[src/design/dtim_pkg.sv]
package dtim_pkg;

  // ~~~~~~~~~~~~~~~~~~~~
  // CPU side
  // ~~~~~~~~~~~~~~~~~~~~

  typedef struct packed {
    logic        valid;
    logic        fence;
    logic [31:0] addr;
    logic [31:0] wdata;
    logic [3:0]  wstrb;  // Zero for a read
  } cpu_req_t;

  typedef struct packed {
    logic [31:0] rdata;
    logic        ready;
  } cpu_rsp_t;

  // ~~~~~~~~~~~~~~~~~~~~
  // Memory side
  // ~~~~~~~~~~~~~~~~~~~~

  typedef struct packed {
    logic        valid;
    logic [31:0] addr;
    logic [31:0] wdata;
    logic [3:0]  wstrb;
  } mem_req_t;

  typedef struct packed {
    logic [31:0] rdata;
    logic        ready;
  } mem_rsp_t;

  typedef struct packed {
    logic        present;
    logic        dirty;
    logic [29:0] addr;   // Full word address
    logic [31:0] data;
  } line_t;

  typedef enum logic [1:0] {
    st_lookup,
    st_fill,
    st_bypass,
    st_flush
  } dtim_state_e;

endpackage

[src/design/dtim_req_stage.sv]
`timescale 1ns/1ns

module dtim_req_stage #(
  parameter int          lines     = 256,
  parameter logic [31:0] base_addr = 32'h1000_0000,
  parameter logic [31:0] top_addr  = 32'h1001_0000
) (
  input  logic                     clock,
  input  logic                     reset,
  input  dtim_pkg::cpu_req_t       cpu_req,
  output dtim_pkg::cpu_req_t       req,
  output logic [$clog2(lines)-1:0] index,
  output logic [$clog2(lines)-1:0] lookup_index,
  output logic                     in_range
);

  localparam int idx_w = $clog2(lines);

  always_ff @(posedge clock) begin
    if (!reset) begin
      req.valid <= 1'b0;
      req.fence <= 1'b0;
    end else begin
      req.valid <= cpu_req.valid;  // One-cycle pulse, a cycle late
      if (cpu_req.valid) begin
        req.fence <= cpu_req.fence;
        req.addr  <= {cpu_req.addr[31:2], 2'b00};  // Word aligned
        req.wdata <= cpu_req.wdata;
        req.wstrb <= cpu_req.wstrb;
      end
    end
  end

  // RAM read starts in the valid cycle
  assign lookup_index = cpu_req.addr[idx_w+1:2];

  assign index    = req.addr[idx_w+1:2];
  assign in_range = (req.addr >= base_addr) && (req.addr < top_addr);

endmodule

[config.mk]
export PLATFORM = sky130hd
export DESIGN_NAME = dtim_req_stage
export DESIGN_NICKNAME = d
export VERILOG_FILES = /design/src/design/dtim_pkg.sv /design/src/design/dtim_req_stage.sv
export SDC_FILE = /design/constraint.sdc
export NUM_CORES = 1
export LEC_CHECK = 0
export BUFFER_PORTS_ARGS = -buffer_cell sky130_fd_sc_hd__buf_2
export CAP_MARGIN = 20
export CORE_MARGIN = 10
export CORE_UTILIZATION = 40
export DETAILED_ROUTE_END_ITERATION = 10
export PLACE_DENSITY = 0.77
export SETUP_SLACK_MARGIN = 0.05
export SYNTH_ARGS = -nofsm -noshare
export SYNTH_HDL_FRONTEND = slang
export SYNTH_SLANG_ARGS = --single-unit
[constraint.sdc]
create_clock -name clock -period 3.1 [get_ports clock]
set_input_delay 0.31 -clock clock [delete_from_list [all_inputs] [get_ports clock]]
set_output_delay 0.31 -clock clock [all_outputs]
set_load 0.01 [all_outputs]
==> metrics.cfg <==
[status]
status=finished, final reports clean

[floorplanning]
rows=27
die_y_um=94.7
fp.dieArea_mm2=0.00897
initial_core_util=0.408
core_area_mm2=0.00547
pin_count=159
die_w_um=94.7

[power_and_ir_drop]
seq_power_share=0.562
clkPwrFrac=0.344
ir_drop_v=0.000304
p_comb_frac=0.094
leakagePower_nw=1.37
power_density_mw_per_mm2=616
switching_power_mw=0.430
p_total_mw=1.95
swShare=0.220
p_int_mw=1.52

[grt]
grt_remaining_overflow=0
first_global_vias=1513
gr-usage-all-layers=0.133
antenna_found_initial=0
grt_max_degree=44
grt_first_pass_wirelength_um=8430

[layout]
drive_gt1_frac=0.680
utilization=0.578
stdcell_area_mm2=0.00317
areaGrowthSynthToFinish_pct=41.8
nNetsFinal=317
diodes=0
fin_cells=322
fill_cells=466

[sta]
setup_ws_ps=1340
rsz0062_at_grt=false
fin_crit_ps=1760
relSlewSlack=0.605
fmax_ghz=0.567
setup_viol_count_final=0
holdWs_ps=152
skew_ps=0
tns_ps=0
slew_violations=0
hold_viol=0
min_period_over_period=0.569
max_slew.worst_pin.slew_ps=592

[logic_synthesis]
ys_types=10
syn_area_mm2=0.00223
async_reset_ff_frac=0
synth_edf_count=66
post_synth.cell_area_avg_um2=23.3
ys_top_cells_by_count=edfxtp_1, buf_4, nor4_1, and2_1, dfxtp_1
synth_most_common_cell=edfxtp_1
synth_warnings=0
syn_inst=96
synth_top_area_frac=0.888
ys_seq_elements=68
synth-seq-area-share=0.906
yosysTopAreaCell=edfxtp_1
synth.area.top_cells=edfxtp_1, buf_4, dfxtp_1
synthFlopType=edfxtp_1

[setup_path]
critPathArrivalTime_ps=1450
cp-start-kind=register
reg2reg_setup_slack_ps=2510
cp_max_fo=2
required_ps=2790
r2r-start=req[68]
rr_worst_depth=2
critPathMaxStageDelay_ps=380
endpoint=in_range
crit_path_end_kind=output pin
crit_type=register to output pin
r2r_end=req[68]
slowest_stage=edfxtp_1
crit_start=req[53]
crit_chain=nor4_1 -> and4_1 -> buf_2

[drt]
drt_iter0_drc=59
routed_wl_um=6410
drt-wirelength-per-cell_um=19.9
post-route-drc-count=0
drtAntennaViolNets=0
firstDrtPassIters=4
via_count=1410
vias_per_cell=4.38

[run]
maxCapViolCount=0

[clock_network]
clockBufferDepth=2
holdBufCountCts=0
numCtsBuffers=9
ctsResizeCount=0
worstSkewPairLatency_ps=330
post-cts-setup-buffers=0
clock_sinks=68
root_buffer=clkbuf_8
cts_tree=built
htreeDepth=3
cts.clk_slew.worst_paths_ps=70

[place]
dp.cells=306
postPlaceCellArea_mm2=0.00298
dpl_worst_slack_ps=1480
port_buffers=154
place.gp.congestion=0.932

[hold_path]
worstHoldStart=cpu_req[33]
min_path_type=input pin to register

## cells by family after synthesis
logic type,count (synthesis),synth area share
other,1,0.00168
buffers and inverters,18,0.0605
flip-flops,68,0.906
multiplexers,1,0.00448
AND/OR/NAND/NOR,8,0.0275
## power groups by stage
stage	Sequential, mW	Clock [mW]	Combinational [mW]
after detailed placement	1.12	0	0.188
final	1.10	0.672	0.183
after global placement	1.11	0	0.184
after floorplan	1.15	0	0.0417
after CTS	1.10	0.692	0.188
after global routing	1.10	0.737	0.198
## sequential cells by signal, summed over array words and instances, names as in the netlist
| name | flops |
|---|---|
| req | 60 |
| index | 8 |
## layout by cell type (no fill, tap or decap)
master,netlist,layout
clkbuf_8,0,9
nor4b_2,1,1
and4_1,1,1
clkinvlp_4,0,1
nor4_1,3,3
buf_2,0,154
clkinv_1,0,2
edfxtp_1,66,66
bufinv_16,0,1
dfxtp_1,2,2
conb_1,1,2
and2_1,2,1
mux2i_1,1,1
buf_12,0,1
clkinv_2,0,2
and2_2,0,1
nor2b_1,1,1
clkbuf_1,0,1
## worst min path at each step
stage                     to  slack (ps)  cells past startpoint
floorplan           index[0]         410                      0
global placement      req[1]         490                      1
detailed placement    req[4]         490                      1
CTS                   req[4]         130                      1
global route         req[11]         120                      1
finish               req[33]         150                      1
## routing by layer
| layer | wire [um] | vias up | track usage |
|---|---|---|---|
| met2 | 3390 | 103 | 0.240 |
| met5 | 0 | - | 0 |
| met4 | 110 | 0 | 0.0798 |
| li1 | - | 648 | - |
| met1 | 1990 | 652 | 0.109 |
| met3 | 926 | 7 | 0.0785 |
## final cells by class
cell class	count	area, um2	area share
Sequential cell	68	2020	0.639
Timing Repair Buffer	155	791	0.250
Clock buffer	10	128	0.0403
Tap cell	72	90.1	0.0285
Multi-Input combinational cell	11	80.1	0.0253
Clock inverter	6	55.1	0.0174
## worst max-delay path, delay by kind of cell (launching register included)
family	cells	cell delay, ps
flip-flops	1	380
buffers and inverters	1	130
AND/OR/NAND/NOR	2	620
No activity file was read; power rests on OpenSTA's default activity.
