### src/design/dtim_pkg.sv
package dtim_pkg;

  // ~~~~~~~~~~~~~~~~~~~~
  // CPU side
  // ~~~~~~~~~~~~~~~~~~~~

  typedef struct packed {
    logic        valid;
    logic        fence;
    logic [31:0] addr;
    logic [31:0] wdata;
    logic [3:0]  wstrb;  // Zero for a read
  } cpu_req_t;

  typedef struct packed {
    logic [31:0] rdata;
    logic        ready;
  } cpu_rsp_t;

  // ~~~~~~~~~~~~~~~~~~~~
  // Memory side
  // ~~~~~~~~~~~~~~~~~~~~

  typedef struct packed {
    logic        valid;
    logic [31:0] addr;
    logic [31:0] wdata;
    logic [3:0]  wstrb;
  } mem_req_t;

  typedef struct packed {
    logic [31:0] rdata;
    logic        ready;
  } mem_rsp_t;

  typedef struct packed {
    logic        present;
    logic        dirty;
    logic [29:0] addr;   // Full word address
    logic [31:0] data;
  } line_t;

  typedef enum logic [1:0] {
    st_lookup,
    st_fill,
    st_bypass,
    st_flush
  } dtim_state_e;

endpackage

### src/design/dtim_flush.sv
`timescale 1ns/1ns

module dtim_flush #(
  parameter int lines = 256
) (
  input  logic                     clock,
  input  logic                     reset,
  input  logic                     start,
  input  dtim_pkg::line_t          line,
  input  logic                     mem_ready,
  output logic [$clog2(lines)-1:0] scan_index,
  output logic                     clear,
  output dtim_pkg::mem_req_t       wb_req,
  output logic                     done
);

  logic busy;
  logic primed;   // Line input holds the data of scan_index
  logic pending;  // Write-back in flight
  logic dirty;
  logic advance;
  logic last;

  assign dirty   = line.present && line.dirty;
  assign advance = busy && primed && (pending ? mem_ready : !dirty);
  assign last    = &scan_index;

  // Full-strobe write-back of the scanned line
  assign wb_req.valid = busy && primed && dirty && !pending;
  assign wb_req.addr  = {line.addr, 2'b00};
  assign wb_req.wdata = line.data;
  assign wb_req.wstrb = 4'hf;

  assign clear = advance;
  assign done  = advance && last;

  always_ff @(posedge clock) begin
    if (!reset) begin
      busy       <= 1'b0;
      primed     <= 1'b0;
      pending    <= 1'b0;
      scan_index <= '0;
    end else if (start) begin
      busy       <= 1'b1;
      primed     <= 1'b0;
      pending    <= 1'b0;
      scan_index <= '0;
    end else if (busy) begin
      primed <= 1'b1;  // First read lands one cycle in
      if (wb_req.valid) begin
        pending <= 1'b1;
      end
      if (advance) begin
        pending <= 1'b0;
        if (last) begin
          busy   <= 1'b0;
          primed <= 1'b0;
        end else begin
          scan_index <= scan_index + 1'b1;
        end
      end
    end
  end

endmodule

### config.mk
export PLATFORM = sky130hd
export DESIGN_NAME = dtim_flush
export DESIGN_NICKNAME = d
export VERILOG_FILES = /design/src/design/dtim_pkg.sv /design/src/design/dtim_flush.sv
export SDC_FILE = /design/constraint.sdc
export NUM_CORES = 1
export LEC_CHECK = 0
export BUFFER_PORTS_ARGS = -buffer_cell sky130_fd_sc_hd__buf_2
export CORE_AREA = 2 2 52 73
export DETAILED_ROUTE_END_ITERATION = 7
export DIE_AREA = 0 0 54 75
export HOLD_SLACK_MARGIN = 0.05
export PLACE_DENSITY = 0.82
export SETUP_SLACK_MARGIN = 0.02
export SLEW_MARGIN = 20
export SYNTH_ARGS = -nofsm -noshare
export SYNTH_HDL_FRONTEND = slang
export SYNTH_SLANG_ARGS = --single-unit
### constraint.sdc
create_clock -name clock -period 4.6 [get_ports clock]
set_clock_uncertainty 0.2 [all_clocks]
set_input_delay 0.46 -clock clock [delete_from_list [all_inputs] [get_ports clock]]
set_output_delay 0.46 -clock clock [all_outputs]
set_load 0.03 [all_outputs]
==> flow_summary.yaml <==
clock_network:
  cts_post_setup_buffers_inserted: 0
  cts_tree: "yes"
  cts_root_buf: "clkbuf_8"
  clk_pin_slew_worst_paths_ns: 0.05
  cts_resized: 0
  clk_path_buf_depth: 2
  clkLatencyLatePin_ns: 0.23
  cts_sinks: 11
  hold_buffers: 0
  cts.htree.levels: 1
  cts_buffers: 3
setup_path:
  end_kind: "primary output"
  timing.critical_path.required_ns: 3.94
  crit_fanout: 6
  setup.worst_path.class: "reg2out"
  startpoint_type: "flip-flop"
  reg2reg_setup_slack_ns: 2.68
  cp_data_arrival_time_ns: 1.61
sta:
  period_share_pct: 49.45
  fin_crit_ns: 2.275
  timing.fmax_ghz: 0.4396
  slew_headroom_pct: 46.79
  rsz0062_at_grt: "false"
  hold_viol_final: 0
  maxSlewViolCount: 0
  setup_tns_ns: 0
  setup_ws_ns: 2.325
  worst_pin_slew_ns: 0.7909
  setup_viol: 0
routing:
  via_per_inst: 5.106
  drcViolationCount: 0
  drt-met1-wl_um: 605
  drt-total-wl_um: 2155
  wl_met3_um: 304
  drt_iter0_drc: 15
  routedWlPerCell_um: 16.33
  first_pass_iters: 4
  vias: 674
  met2_length_um: 863
  maxUsedRoutingLayer: "met4"
  ant_nets: 0
placed_design:
  pre_cts_ws_ns: 2.350
  port_buffers: 16
  place_congestion: 0.7747
  hpwlAfterDp_um: 1756
logic_synthesis:
  ys_seq_area_share_pct: 20.66
  synthCells: 136
  ys_types: 28
  ys_ff_latch: 11
  ys_warn_count: 0
  syn_area_um2: 1066
  avgSynthCellArea_um2: 7.838
pwr:
  ir_worst_vdd_uv: 134.6
  p_leak_nw: 0.3276
  power.density_nw_per_um2: 280.8
global_routing:
  grt.overflow.total: 0
  grt_pass1_vias: 596
  grt_first_pass_wirelength_um: 2891
  grt_usage_pct: 10.09
  antenna_found_initial: 0
  grt_max_degree: 9
die:
  start_util_pct: 31.56
  core_area_um2: 3378
  rows: 25
  die_w_um: 54
  io_pins: 147
  die_h_um: 75
  dieArea_um2: 4050
flow_run:
  cap_violations: 0
run_status:
  outcome: "finished clean"
layout:
  synthToLayoutAreaGrowth_pct: -30.05
  fin_nets: 162
  antenna_cells: 0
  layout-drive-gt1-share_pct: 21.74
min_path:
  hold_class: "in2reg"
==> synthesized netlist by cell type <==
| cell | number | area share (%) |
|---|---|---|
| nand2b_1 | 2 | 1.2 |
| nor2_1 | 2 | 0.70 |
| a31oi_1 | 2 | 1.2 |
| mux2i_1 | 1 | 0.94 |
| o21a_1 | 1 | 0.70 |
| nand2_1 | 8 | 2.8 |
| nor4bb_1 | 1 | 0.94 |
| buf_4 | 68 | 48 |
| nor4_1 | 2 | 1.2 |
| dfxtp_1 | 11 | 21 |
| and4_1 | 2 | 1.6 |
| nor3_1 | 5 | 2.3 |
| or3_4 | 1 | 1.1 |
| nor2b_1 | 2 | 1.2 |
| and4b_1 | 1 | 0.94 |
| inv_1 | 2 | 0.70 |
| nand3_1 | 3 | 1.4 |
| nand4b_1 | 1 | 0.82 |
| nand3b_1 | 1 | 0.70 |
| o21ai_0 | 6 | 2.8 |
| or3_1 | 1 | 0.59 |
| a21o_1 | 1 | 0.70 |
| and3b_1 | 1 | 0.82 |
| nand4_1 | 2 | 1.2 |
| conb_1 | 2 | 0.70 |
| a21oi_1 | 4 | 1.9 |
| ha_1 | 1 | 1.2 |
| and3_1 | 2 | 1.2 |
==> report_power, final <==
group | internal (mW) | switching [mW] | leakage (nW)
sequential | 0.0970 | 0.00125 | 0.0891
clock | 0.0606 | 0.0340 | 0.0228
combinational | 0.00398 | 0.0126 | 0.216
==> cells by family (layout without fill, tap and decap cells) <==
group / after synthesis / after routing / synth area share [%]
AO/OA/AOI/OAI: 14 / 14 / 7.278
flip-flops: 11 / 11 / 20.66
buffers and inverters: 70 / 22 / 48.59
AND/OR/NAND/NOR: 37 / 37 / 20.66
adder cells (fa/ha/maj): 1 / 1 / 1.174
other: 2 / 6 / 0.7045
multiplexers: 1 / 1 / 0.9390
==> metrics by stage <==
| step | area, µm² | utilization, % | instances | hold slack [ns] | power [mW] |
|---|---|---|---|---|---|
| 2_1_floorplan | 1081 | - | 140 | 0.2594 | 0.2167 |
| 3_3_place_gp | 700.7 | 20.74 | 128 | 0.2773 | 0.1162 |
| 3_5_place_dp | 700.7 | 20.74 | 128 | 0.2952 | 0.1167 |
| 4_1_cts | 745.7 | 22.07 | 132 | 0.2636 | 0.2110 |
| 5_1_grt | 745.7 | 22.07 | 132 | 0.3009 | 0.2184 |
| 6_report | 745.7 | 22.07 | 132 | 0.2587 | 0.2094 |
==> path summary, 6_finish.rpt <==
check	from	cells after the start	to
setup / recovery	pending$_SDFFE_PP0P_	4	done
hold / removal	start	3	busy$_SDFF_PN0_
setup reg to reg	pending$_SDFFE_PP0P_	4	scan_index[7]$_SDFFE_PP0P_
hold reg to reg	busy$_SDFF_PN0_	2	busy$_SDFF_PN0_
==> registers in the layout, summed over array words and instances (netlist names) <==
name / cells
busy: 1
pending: 1
primed: 1
scan_index: 8
==> worst max-delay path, cell delays in order, from the launching register on <==
cell and delay, ns:
dfxtp_1 0.35, and3b_1 0.21, or3_4 0.42, nor3_1 0.18
buf_2 0.22
==> layout make-up <==
cell class	count	area, µm²
Sequential cell	11	220.2
Tap cell	40	50.05
Timing Repair Buffer	16	80.08
Fill cell	395	2633
Inverter	2	7.507
Clock buffer	4	45.04
Multi-Input combinational cell	59	342.8
==> layer usage <==
metal	up-vias	global-route usage, %
met5	-	0
met4	0	18.33
met3	58	4.167
met2	52	12.87
met1	268	8.505
li1	296	-
==> placed cells by master, fill, tap and decap left out, types with 2 or more instances in the layout <==
master	Yosys	layout
nor3_1	5	5
nand4_1	2	2
a31oi_1	2	2
o21ai_0	6	6
nor2b_1	2	2
and4_1	2	2
conb_1	2	6
buf_2	0	16
a21oi_1	4	4
nand2_1	8	8
nor2_1	2	2
clkbuf_8	0	3
inv_1	2	2
dfxtp_1	11	11
and3_1	2	2
nor4_1	2	2
nand2b_1	2	2
nand3_1	3	3
(Power assumes the default switching activity.)
