<file path="src/design/dtim_pkg.sv">
package dtim_pkg;

  // ~~~~~~~~~~~~~~~~~~~~
  // CPU side
  // ~~~~~~~~~~~~~~~~~~~~

  typedef struct packed {
    logic        valid;
    logic        fence;
    logic [31:0] addr;
    logic [31:0] wdata;
    logic [3:0]  wstrb;  // Zero for a read
  } cpu_req_t;

  typedef struct packed {
    logic [31:0] rdata;
    logic        ready;
  } cpu_rsp_t;

  // ~~~~~~~~~~~~~~~~~~~~
  // Memory side
  // ~~~~~~~~~~~~~~~~~~~~

  typedef struct packed {
    logic        valid;
    logic [31:0] addr;
    logic [31:0] wdata;
    logic [3:0]  wstrb;
  } mem_req_t;

  typedef struct packed {
    logic [31:0] rdata;
    logic        ready;
  } mem_rsp_t;

  typedef struct packed {
    logic        present;
    logic        dirty;
    logic [29:0] addr;   // Full word address
    logic [31:0] data;
  } line_t;

  typedef enum logic [1:0] {
    st_lookup,
    st_fill,
    st_bypass,
    st_flush
  } dtim_state_e;

endpackage

</file>
<file path="src/design/dtim_ctrl.sv">
`timescale 1ns/1ns

module dtim_ctrl #(
  parameter int lines = 256
) (
  input  logic                     clock,
  input  logic                     reset,
  input  dtim_pkg::cpu_req_t       req,
  input  logic [$clog2(lines)-1:0] index,
  input  logic [$clog2(lines)-1:0] lookup_index,
  input  logic                     in_range,
  input  logic                     cpu_valid,
  input  dtim_pkg::line_t          line,
  output logic [$clog2(lines)-1:0] ram_raddr,
  output logic [$clog2(lines)-1:0] ram_waddr,
  output logic                     ram_wen,
  output dtim_pkg::line_t          ram_wdata,
  input  logic [$clog2(lines)-1:0] scan_index,
  input  logic                     flush_clear,
  input  dtim_pkg::mem_req_t       flush_req,
  input  logic                     flush_done,
  output logic                     flush_start,
  input  dtim_pkg::mem_rsp_t       mem_rsp,
  output dtim_pkg::mem_req_t       mem_req,
  output dtim_pkg::cpu_rsp_t       cpu_rsp
);

  import dtim_pkg::*;

  dtim_state_e state;
  dtim_state_e state_next;
  logic        is_write;
  logic        addr_match;

  function automatic logic [31:0] merge_bytes(
    input logic [31:0] old_word,
    input logic [31:0] new_word,
    input logic [3:0]  strb
  );
    logic [31:0] result;
    result = old_word;
    for (int b = 0; b < 4; b++) begin
      if (strb[b]) begin
        result[b*8 +: 8] = new_word[b*8 +: 8];
      end
    end
    return result;
  endfunction

  assign is_write   = |req.wstrb;
  assign addr_match = line.addr == req.addr[31:2];

  // ~~~~~~~~~~~~~~~~~~~~
  // RAM read address
  // ~~~~~~~~~~~~~~~~~~~~

  always_comb begin
    if (state == st_flush) begin
      ram_raddr = flush_clear ? scan_index + 1'b1 : scan_index;  // Read ahead on advance
    end else if (cpu_valid) begin
      ram_raddr = lookup_index;
    end else begin
      ram_raddr = index;  // Hold the line of the open request
    end
  end

  // ~~~~~~~~~~~~~~~~~~~~
  // Request FSM
  // ~~~~~~~~~~~~~~~~~~~~

  always_comb begin
    state_next  = state;
    flush_start = 1'b0;
    cpu_rsp     = '0;
    mem_req     = '0;
    ram_wen     = 1'b0;
    ram_waddr   = index;
    ram_wdata   = '0;
    case (state)
      st_lookup: begin
        if (req.valid) begin
          if (req.fence) begin
            flush_start = 1'b1;
            state_next  = st_flush;
          end else if (!in_range || (line.present && !addr_match)) begin
            mem_req.valid = 1'b1;  // Straight to memory
            mem_req.addr  = req.addr;
            mem_req.wdata = req.wdata;
            mem_req.wstrb = req.wstrb;
            state_next    = st_bypass;
          end else if (!line.present) begin
            mem_req.valid = 1'b1;  // Fill read
            mem_req.addr  = req.addr;
            state_next    = st_fill;
          end else begin
            cpu_rsp.ready     = 1'b1;
            cpu_rsp.rdata     = line.data;
            ram_wen           = is_write;
            ram_wdata.present = 1'b1;
            ram_wdata.dirty   = 1'b1;
            ram_wdata.addr    = req.addr[31:2];
            ram_wdata.data    = merge_bytes(line.data, req.wdata, req.wstrb);
          end
        end
      end
      st_fill: begin
        if (mem_rsp.ready) begin
          cpu_rsp.ready     = 1'b1;
          cpu_rsp.rdata     = mem_rsp.rdata;
          ram_wen           = 1'b1;
          ram_wdata.present = 1'b1;
          ram_wdata.dirty   = is_write;
          ram_wdata.addr    = req.addr[31:2];
          ram_wdata.data    = merge_bytes(mem_rsp.rdata, req.wdata, req.wstrb);
          state_next        = st_lookup;
        end
      end
      st_bypass: begin
        if (mem_rsp.ready) begin
          cpu_rsp.ready = 1'b1;
          cpu_rsp.rdata = mem_rsp.rdata;
          state_next    = st_lookup;
        end
      end
      st_flush: begin
        mem_req   = flush_req;
        ram_wen   = flush_clear;
        ram_waddr = scan_index;  // Zero line on clear
        if (flush_done) begin
          cpu_rsp.ready = 1'b1;  // Fence answers with zero data
          state_next    = st_lookup;
        end
      end
      default: begin
        state_next = st_lookup;
      end
    endcase
  end

  always_ff @(posedge clock) begin
    if (!reset) begin
      state <= st_lookup;
    end else begin
      state <= state_next;
    end
  end

endmodule

</file>
<file path="config.mk">
export PLATFORM = sky130hd
export DESIGN_NAME = dtim_ctrl
export DESIGN_NICKNAME = d
export VERILOG_FILES = /design/src/design/dtim_pkg.sv /design/src/design/dtim_ctrl.sv
export SDC_FILE = /design/constraint.sdc
export NUM_CORES = 1
export LEC_CHECK = 0
export BUFFER_PORTS_ARGS = -buffer_cell sky130_fd_sc_hd__buf_2
export CORE_AREA = 2 2 174 176
export DETAILED_ROUTE_END_ITERATION = 8
export DIE_AREA = 0 0 176 178
export HOLD_SLACK_MARGIN = 0.06
export SLEW_MARGIN = 40
export SYNTH_ARGS = -nofsm -noshare
export SYNTH_HDL_FRONTEND = slang
export SYNTH_SLANG_ARGS = --single-unit
</file>
<file path="constraint.sdc">
create_clock -name clock -period 5.7 [get_ports clock]
set_input_delay 1.14 -clock clock [delete_from_list [all_inputs] [get_ports clock]]
set_output_delay 1.14 -clock clock [all_outputs]
set_load 0.05 [all_outputs]
</file>
==> results.md <==
Outcome:
- The flow ran to the end, and the final reports show no timing, DRC or antenna violations.

Worst setup path:
- For the worst setup path, the data arrival time is 3.65 ns.
- The element type at the critical path start is a primary input.
- The setup path with the least slack is of type primary input to output port.
- Of all nets on the critical path, the largest fanout is 8.
- The data required time at the worst endpoint is 4.56 ns.
- STA classifies the critical path endpoint as an output port.

Synthesis:
- The most area-hungry cell type in the Yosys netlist is sky130_fd_sc_hd__a22oi_1.
- The area fraction of the dominant cell type after synthesis is 0.135.
- The total standard cell area after synthesis is 3770 um2.
- The count of mapped cells out of synthesis is 541.
- The share of the synthesized area in compound gates (AO/OA/AOI/OAI) is 0.468.
- In the synthesized netlist the dominant register cell turns out to be sky130_fd_sc_hd__dfxtp_1.
- Of the post-synthesis cell area, the part taken by muxes is 0.0451.
- The synthesized area per cell is 6.98 um2.
- The distinct cell type count of the synthesized netlist is 43.
- The Yosys step of the flow raised 0 warnings.
- The count of flip-flops with a built-in enable after synthesis is 0.
- The xor-xnor portion of the synthesized cell area is 0.0859.
- The fraction of the mapped netlist area in adder cells is 0.0199.
- Counting every net in the synthesized netlist gives 813.
- The share of synthesized area occupied by flip-flops and latches is 0.0106.
- Yosys attributes the largest share of cell area to sky130_fd_sc_hd__a22oi_1 14%, sky130_fd_sc_hd__a22oi_2 9.3%, sky130_fd_sc_hd__a32oi_1 8.4%.
- After synthesis, the largest family of logic cells by area is compound AO/OA/AOI/OAI gates.
- The share of async-settable or async-resettable flops after synthesis is 0.
- Counting flops and latches in the post-synthesis netlist gives 2.
- Of the total synthesized cell area, the portion taken by AND, OR, NAND and NOR gates is 0.268.

Pwr:
- The analysis attributes to net switching a power of 1.41 mW.
- The static leakage is 3.02 nW.
- Summing internal, switching and leakage power gives 1.96 mW.
- Of the total power, combinational logic draws 0.928.
- The worst-case IR drop observed on VDD is 0.190 mV.
- The proportion of total power due to net switching is 0.721.
- The share of total power dissipated in sequential elements is 0.017.
- The clock power share is 0.055.
- For this design the ratio of total power to cell area is 305 nW/um2.
- The cell-internal power is 0.546 mW.

Timing:
- Setup slack on the critical path of the routed design comes to 0.907 ns.
- The transition at the pin with the smallest max-transition slack is 0.791 ns.
- Setup repair after global routing left no endpoint under its margin.
- The count of final hold-check violations was 0.
- The normalized max-slew margin is 0.473.
- The minimum clock period after layout is 4.79 ns.
- The final number of setup-violating endpoints is 0.
- The clock arrives with 0.00274 ns of skew.
- The period utilization is 0.841.
- The count of pins over their slew limit was 0.
- Adding up every negative setup slack in the final design gives 0 ns.
- The maximum frequency from static timing analysis is 209 MHz.

Floorplanning:
- The die is 176 um wide.
- The number of placement rows is 63.
- In this run the count of I/O pins placed on the die edge is 450.
- The die outline area is 31,300 um2.
- The initial cell density of the core is 0.128.
- The placeable core region is 29,400 um2.
- In this run the vertical extent of the chip is 178 um.

Layout:
- After filler insertion, the fill cell instance count of the layout stands at 3,341.
- In the final layout, the registers with the most flip-flops are state: 2 flops.
- 0 antenna diodes ended up in the layout.
- The final net count is 1,209.
- The register with the most flip-flops is state.
- The share of post-route cells with drive strength above 1 is 0.580.
- Leaving out fill and tap cells, the most frequent cells in the layout are 448 x sky130_fd_sc_hd__buf_2, 68 x sky130_fd_sc_hd__a22oi_1, 44 x sky130_fd_sc_hd__nand4_1.
- The register with the most flip-flops in the layout has 2 of them.
- The commonest non-fill, non-tap cell in the layout is sky130_fd_sc_hd__buf_2.
- Relative to the synthesized area, the layout overhead comes to 70.2%.
- The cell area after layout is 6420 um2.
- The final core utilization is 0.218.

Global route:
- The pin count of the biggest net entering global routing is 73.
- The initial antenna violation count was 3.
- The global route total overflow is 0.
- The via count of the first global-routing pass is 5,801.
- For this run, the total global-route usage over all layers was measured as 0.143.
- The wire length of the first global-routing pass is 34,500 um.

Clocking:
- The number of sinks driven by the clock tree is 2.
- The CTS buffer count is 3.
- The number of hold buffers added after CTS was 0.
- No sink is reached through more buffers than the 2 on the longest clock path.
- The deepest level of the CTS H-tree is 1.
- After clock tree synthesis, the repair step resized 0 gates.
- The number of buffers inserted by post-CTS setup repair is 0.
- The CTS clock-pin slew for the worst setup and hold paths is 0.03 ns.
- The clock latency of the later-clocked register in the worst-skew pair is 0.22 ns.
- TritonCTS built the clock tree.
- The buffer type at the clock tree root is sky130_fd_sc_hd__clkbuf_16.

Detailed routing:
- The via count of the routed design is 6,324.
- The total DRC errors in the routed layout is 0.
- Dividing the detail-routed wire length by the instance count gives 18.7 um.
- Once detail routing completed, the nets flagged for antenna violations numbered 0.
- The number of violations reported at the end of detailed-routing iteration 0 is 490.
- The final layout contains routed wiring with a total length of 24,800 um.
- The post-detailed-route via-to-cell ratio is 4.77.
- Before antenna repair, the detailed router went through 5 iterations.

Hold path:
- The classification of the worst-slack hold path is register to register.

Placed design:
- OpenSTA, run right after detailed placement, puts the worst setup slack at 0.764 ns.
- Buffers placed on the I/O ports in this run total 448.
- Once placement finished, the instance area stood at 6330 um2.
- Routability-driven placement finished with a final weighted congestion of 0.873.
- The placed wire-length estimate after detailed placement is 19,700 um.

Flow run:
- Max-cap violations in this run came to 0.
-- final cells by class --
type | count | area [um2] | area share
multi-input combinational | 460 | 3410 | 0.531
timing repair buffer | 463 | 2380 | 0.371
tap | 390 | 488 | 0.0760
clock buffer | 3 | 75.1 | 0.0117
sequential | 2 | 40.0 | 0.00624
inverter | 7 | 26.3 | 0.00409
-- Yosys cell counts, types with 2 or more instances --
| cell type | number |
|---|---|
| sky130_fd_sc_hd__a21oi_1 | 40 |
| sky130_fd_sc_hd__a22oi_1 | 68 |
| sky130_fd_sc_hd__a22oi_2 | 28 |
| sky130_fd_sc_hd__a32oi_1 | 36 |
| sky130_fd_sc_hd__and2_1 | 4 |
| sky130_fd_sc_hd__and3_1 | 2 |
| sky130_fd_sc_hd__buf_1 | 2 |
| sky130_fd_sc_hd__buf_12 | 3 |
| sky130_fd_sc_hd__buf_2 | 10 |
| sky130_fd_sc_hd__buf_4 | 5 |
| sky130_fd_sc_hd__clkbuf_1 | 51 |
| sky130_fd_sc_hd__dfxtp_1 | 2 |
| sky130_fd_sc_hd__ha_1 | 6 |
| sky130_fd_sc_hd__inv_1 | 6 |
| sky130_fd_sc_hd__mux2_2 | 8 |
| sky130_fd_sc_hd__mux2i_1 | 8 |
| sky130_fd_sc_hd__nand2_1 | 13 |
| sky130_fd_sc_hd__nand3_1 | 3 |
| sky130_fd_sc_hd__nand4_1 | 44 |
| sky130_fd_sc_hd__nor2_1 | 42 |
| sky130_fd_sc_hd__nor2_2 | 28 |
| sky130_fd_sc_hd__nor2b_1 | 37 |
| sky130_fd_sc_hd__nor4_2 | 2 |
| sky130_fd_sc_hd__o21ai_0 | 8 |
| sky130_fd_sc_hd__o2bb2ai_1 | 32 |
| sky130_fd_sc_hd__xnor2_1 | 28 |
| sky130_fd_sc_hd__xor2_1 | 9 |
-- worst max-delay path, stage by stage --
cell	delay (ns)
sky130_fd_sc_hd__buf_2	0.14
sky130_fd_sc_hd__xnor2_1	0.16
sky130_fd_sc_hd__nand4_1	0.13
sky130_fd_sc_hd__nor4_2	0.55
sky130_fd_sc_hd__buf_4	0.25
sky130_fd_sc_hd__a31oi_4	0.17
sky130_fd_sc_hd__nor2b_1	0.62
sky130_fd_sc_hd__o2bb2ai_1	0.19
sky130_fd_sc_hd__buf_2	0.28
-- power groups by stage --
stage                     Combinational (mW)  Sequential [mW]  Clock (mW)
after floorplan                         1.29           0.0254           0
after global placement                  1.77           0.0301           0
after detailed placement                1.79           0.0327           0
after CTS                               1.79           0.0327       0.110
after global routing                    1.91           0.0344       0.110
final                                   1.82           0.0329       0.107
-- layer usage --
layer | wire, um | track usage | vias to the layer above
met5 | 23 | 0 | -
met1 | 9760 | 0.171 | 2991
met3 | 2320 | 0.0332 | 19
met2 | 12400 | 0.264 | 398
li1 | - | - | 2912
met4 | 278 | 0.0193 | 4
-- kinds of logic (layout without fill, tap and decap cells) --
family,after synthesis,after routing
flip-flops,2,2
AO/OA/AOI/OAI,221,221
buffers and inverters,79,473
XOR/XNOR,37,37
AND/OR/NAND/NOR,180,180
adder cells (fa/ha/maj),6,6
multiplexers,16,16
-- metrics by stage --
| step | hold slack (ns) | std cells |
|---|---|---|
| after floorplan | 0.486 | 541 |
| after detailed placement | 0.608 | 1321 |
| after CTS | 0.616 | 1324 |
| after global placement | 0.556 | 1321 |
| final | 0.612 | 1325 |
| after global routing | 0.680 | 1325 |
-- path summary, 6_finish.rpt --
kind	end	startpoint	slack [ns]	depth (start not counted)
worst min-delay path	state[0]	state[0]	0.61	2
worst max register to register	state[0]	state[0]	3.65	6
worst max-delay path	ram_wdata[4]	req[47]	0.91	9
worst min register to register	state[0]	state[0]	0.61	2
(Power assumes the default switching activity.)
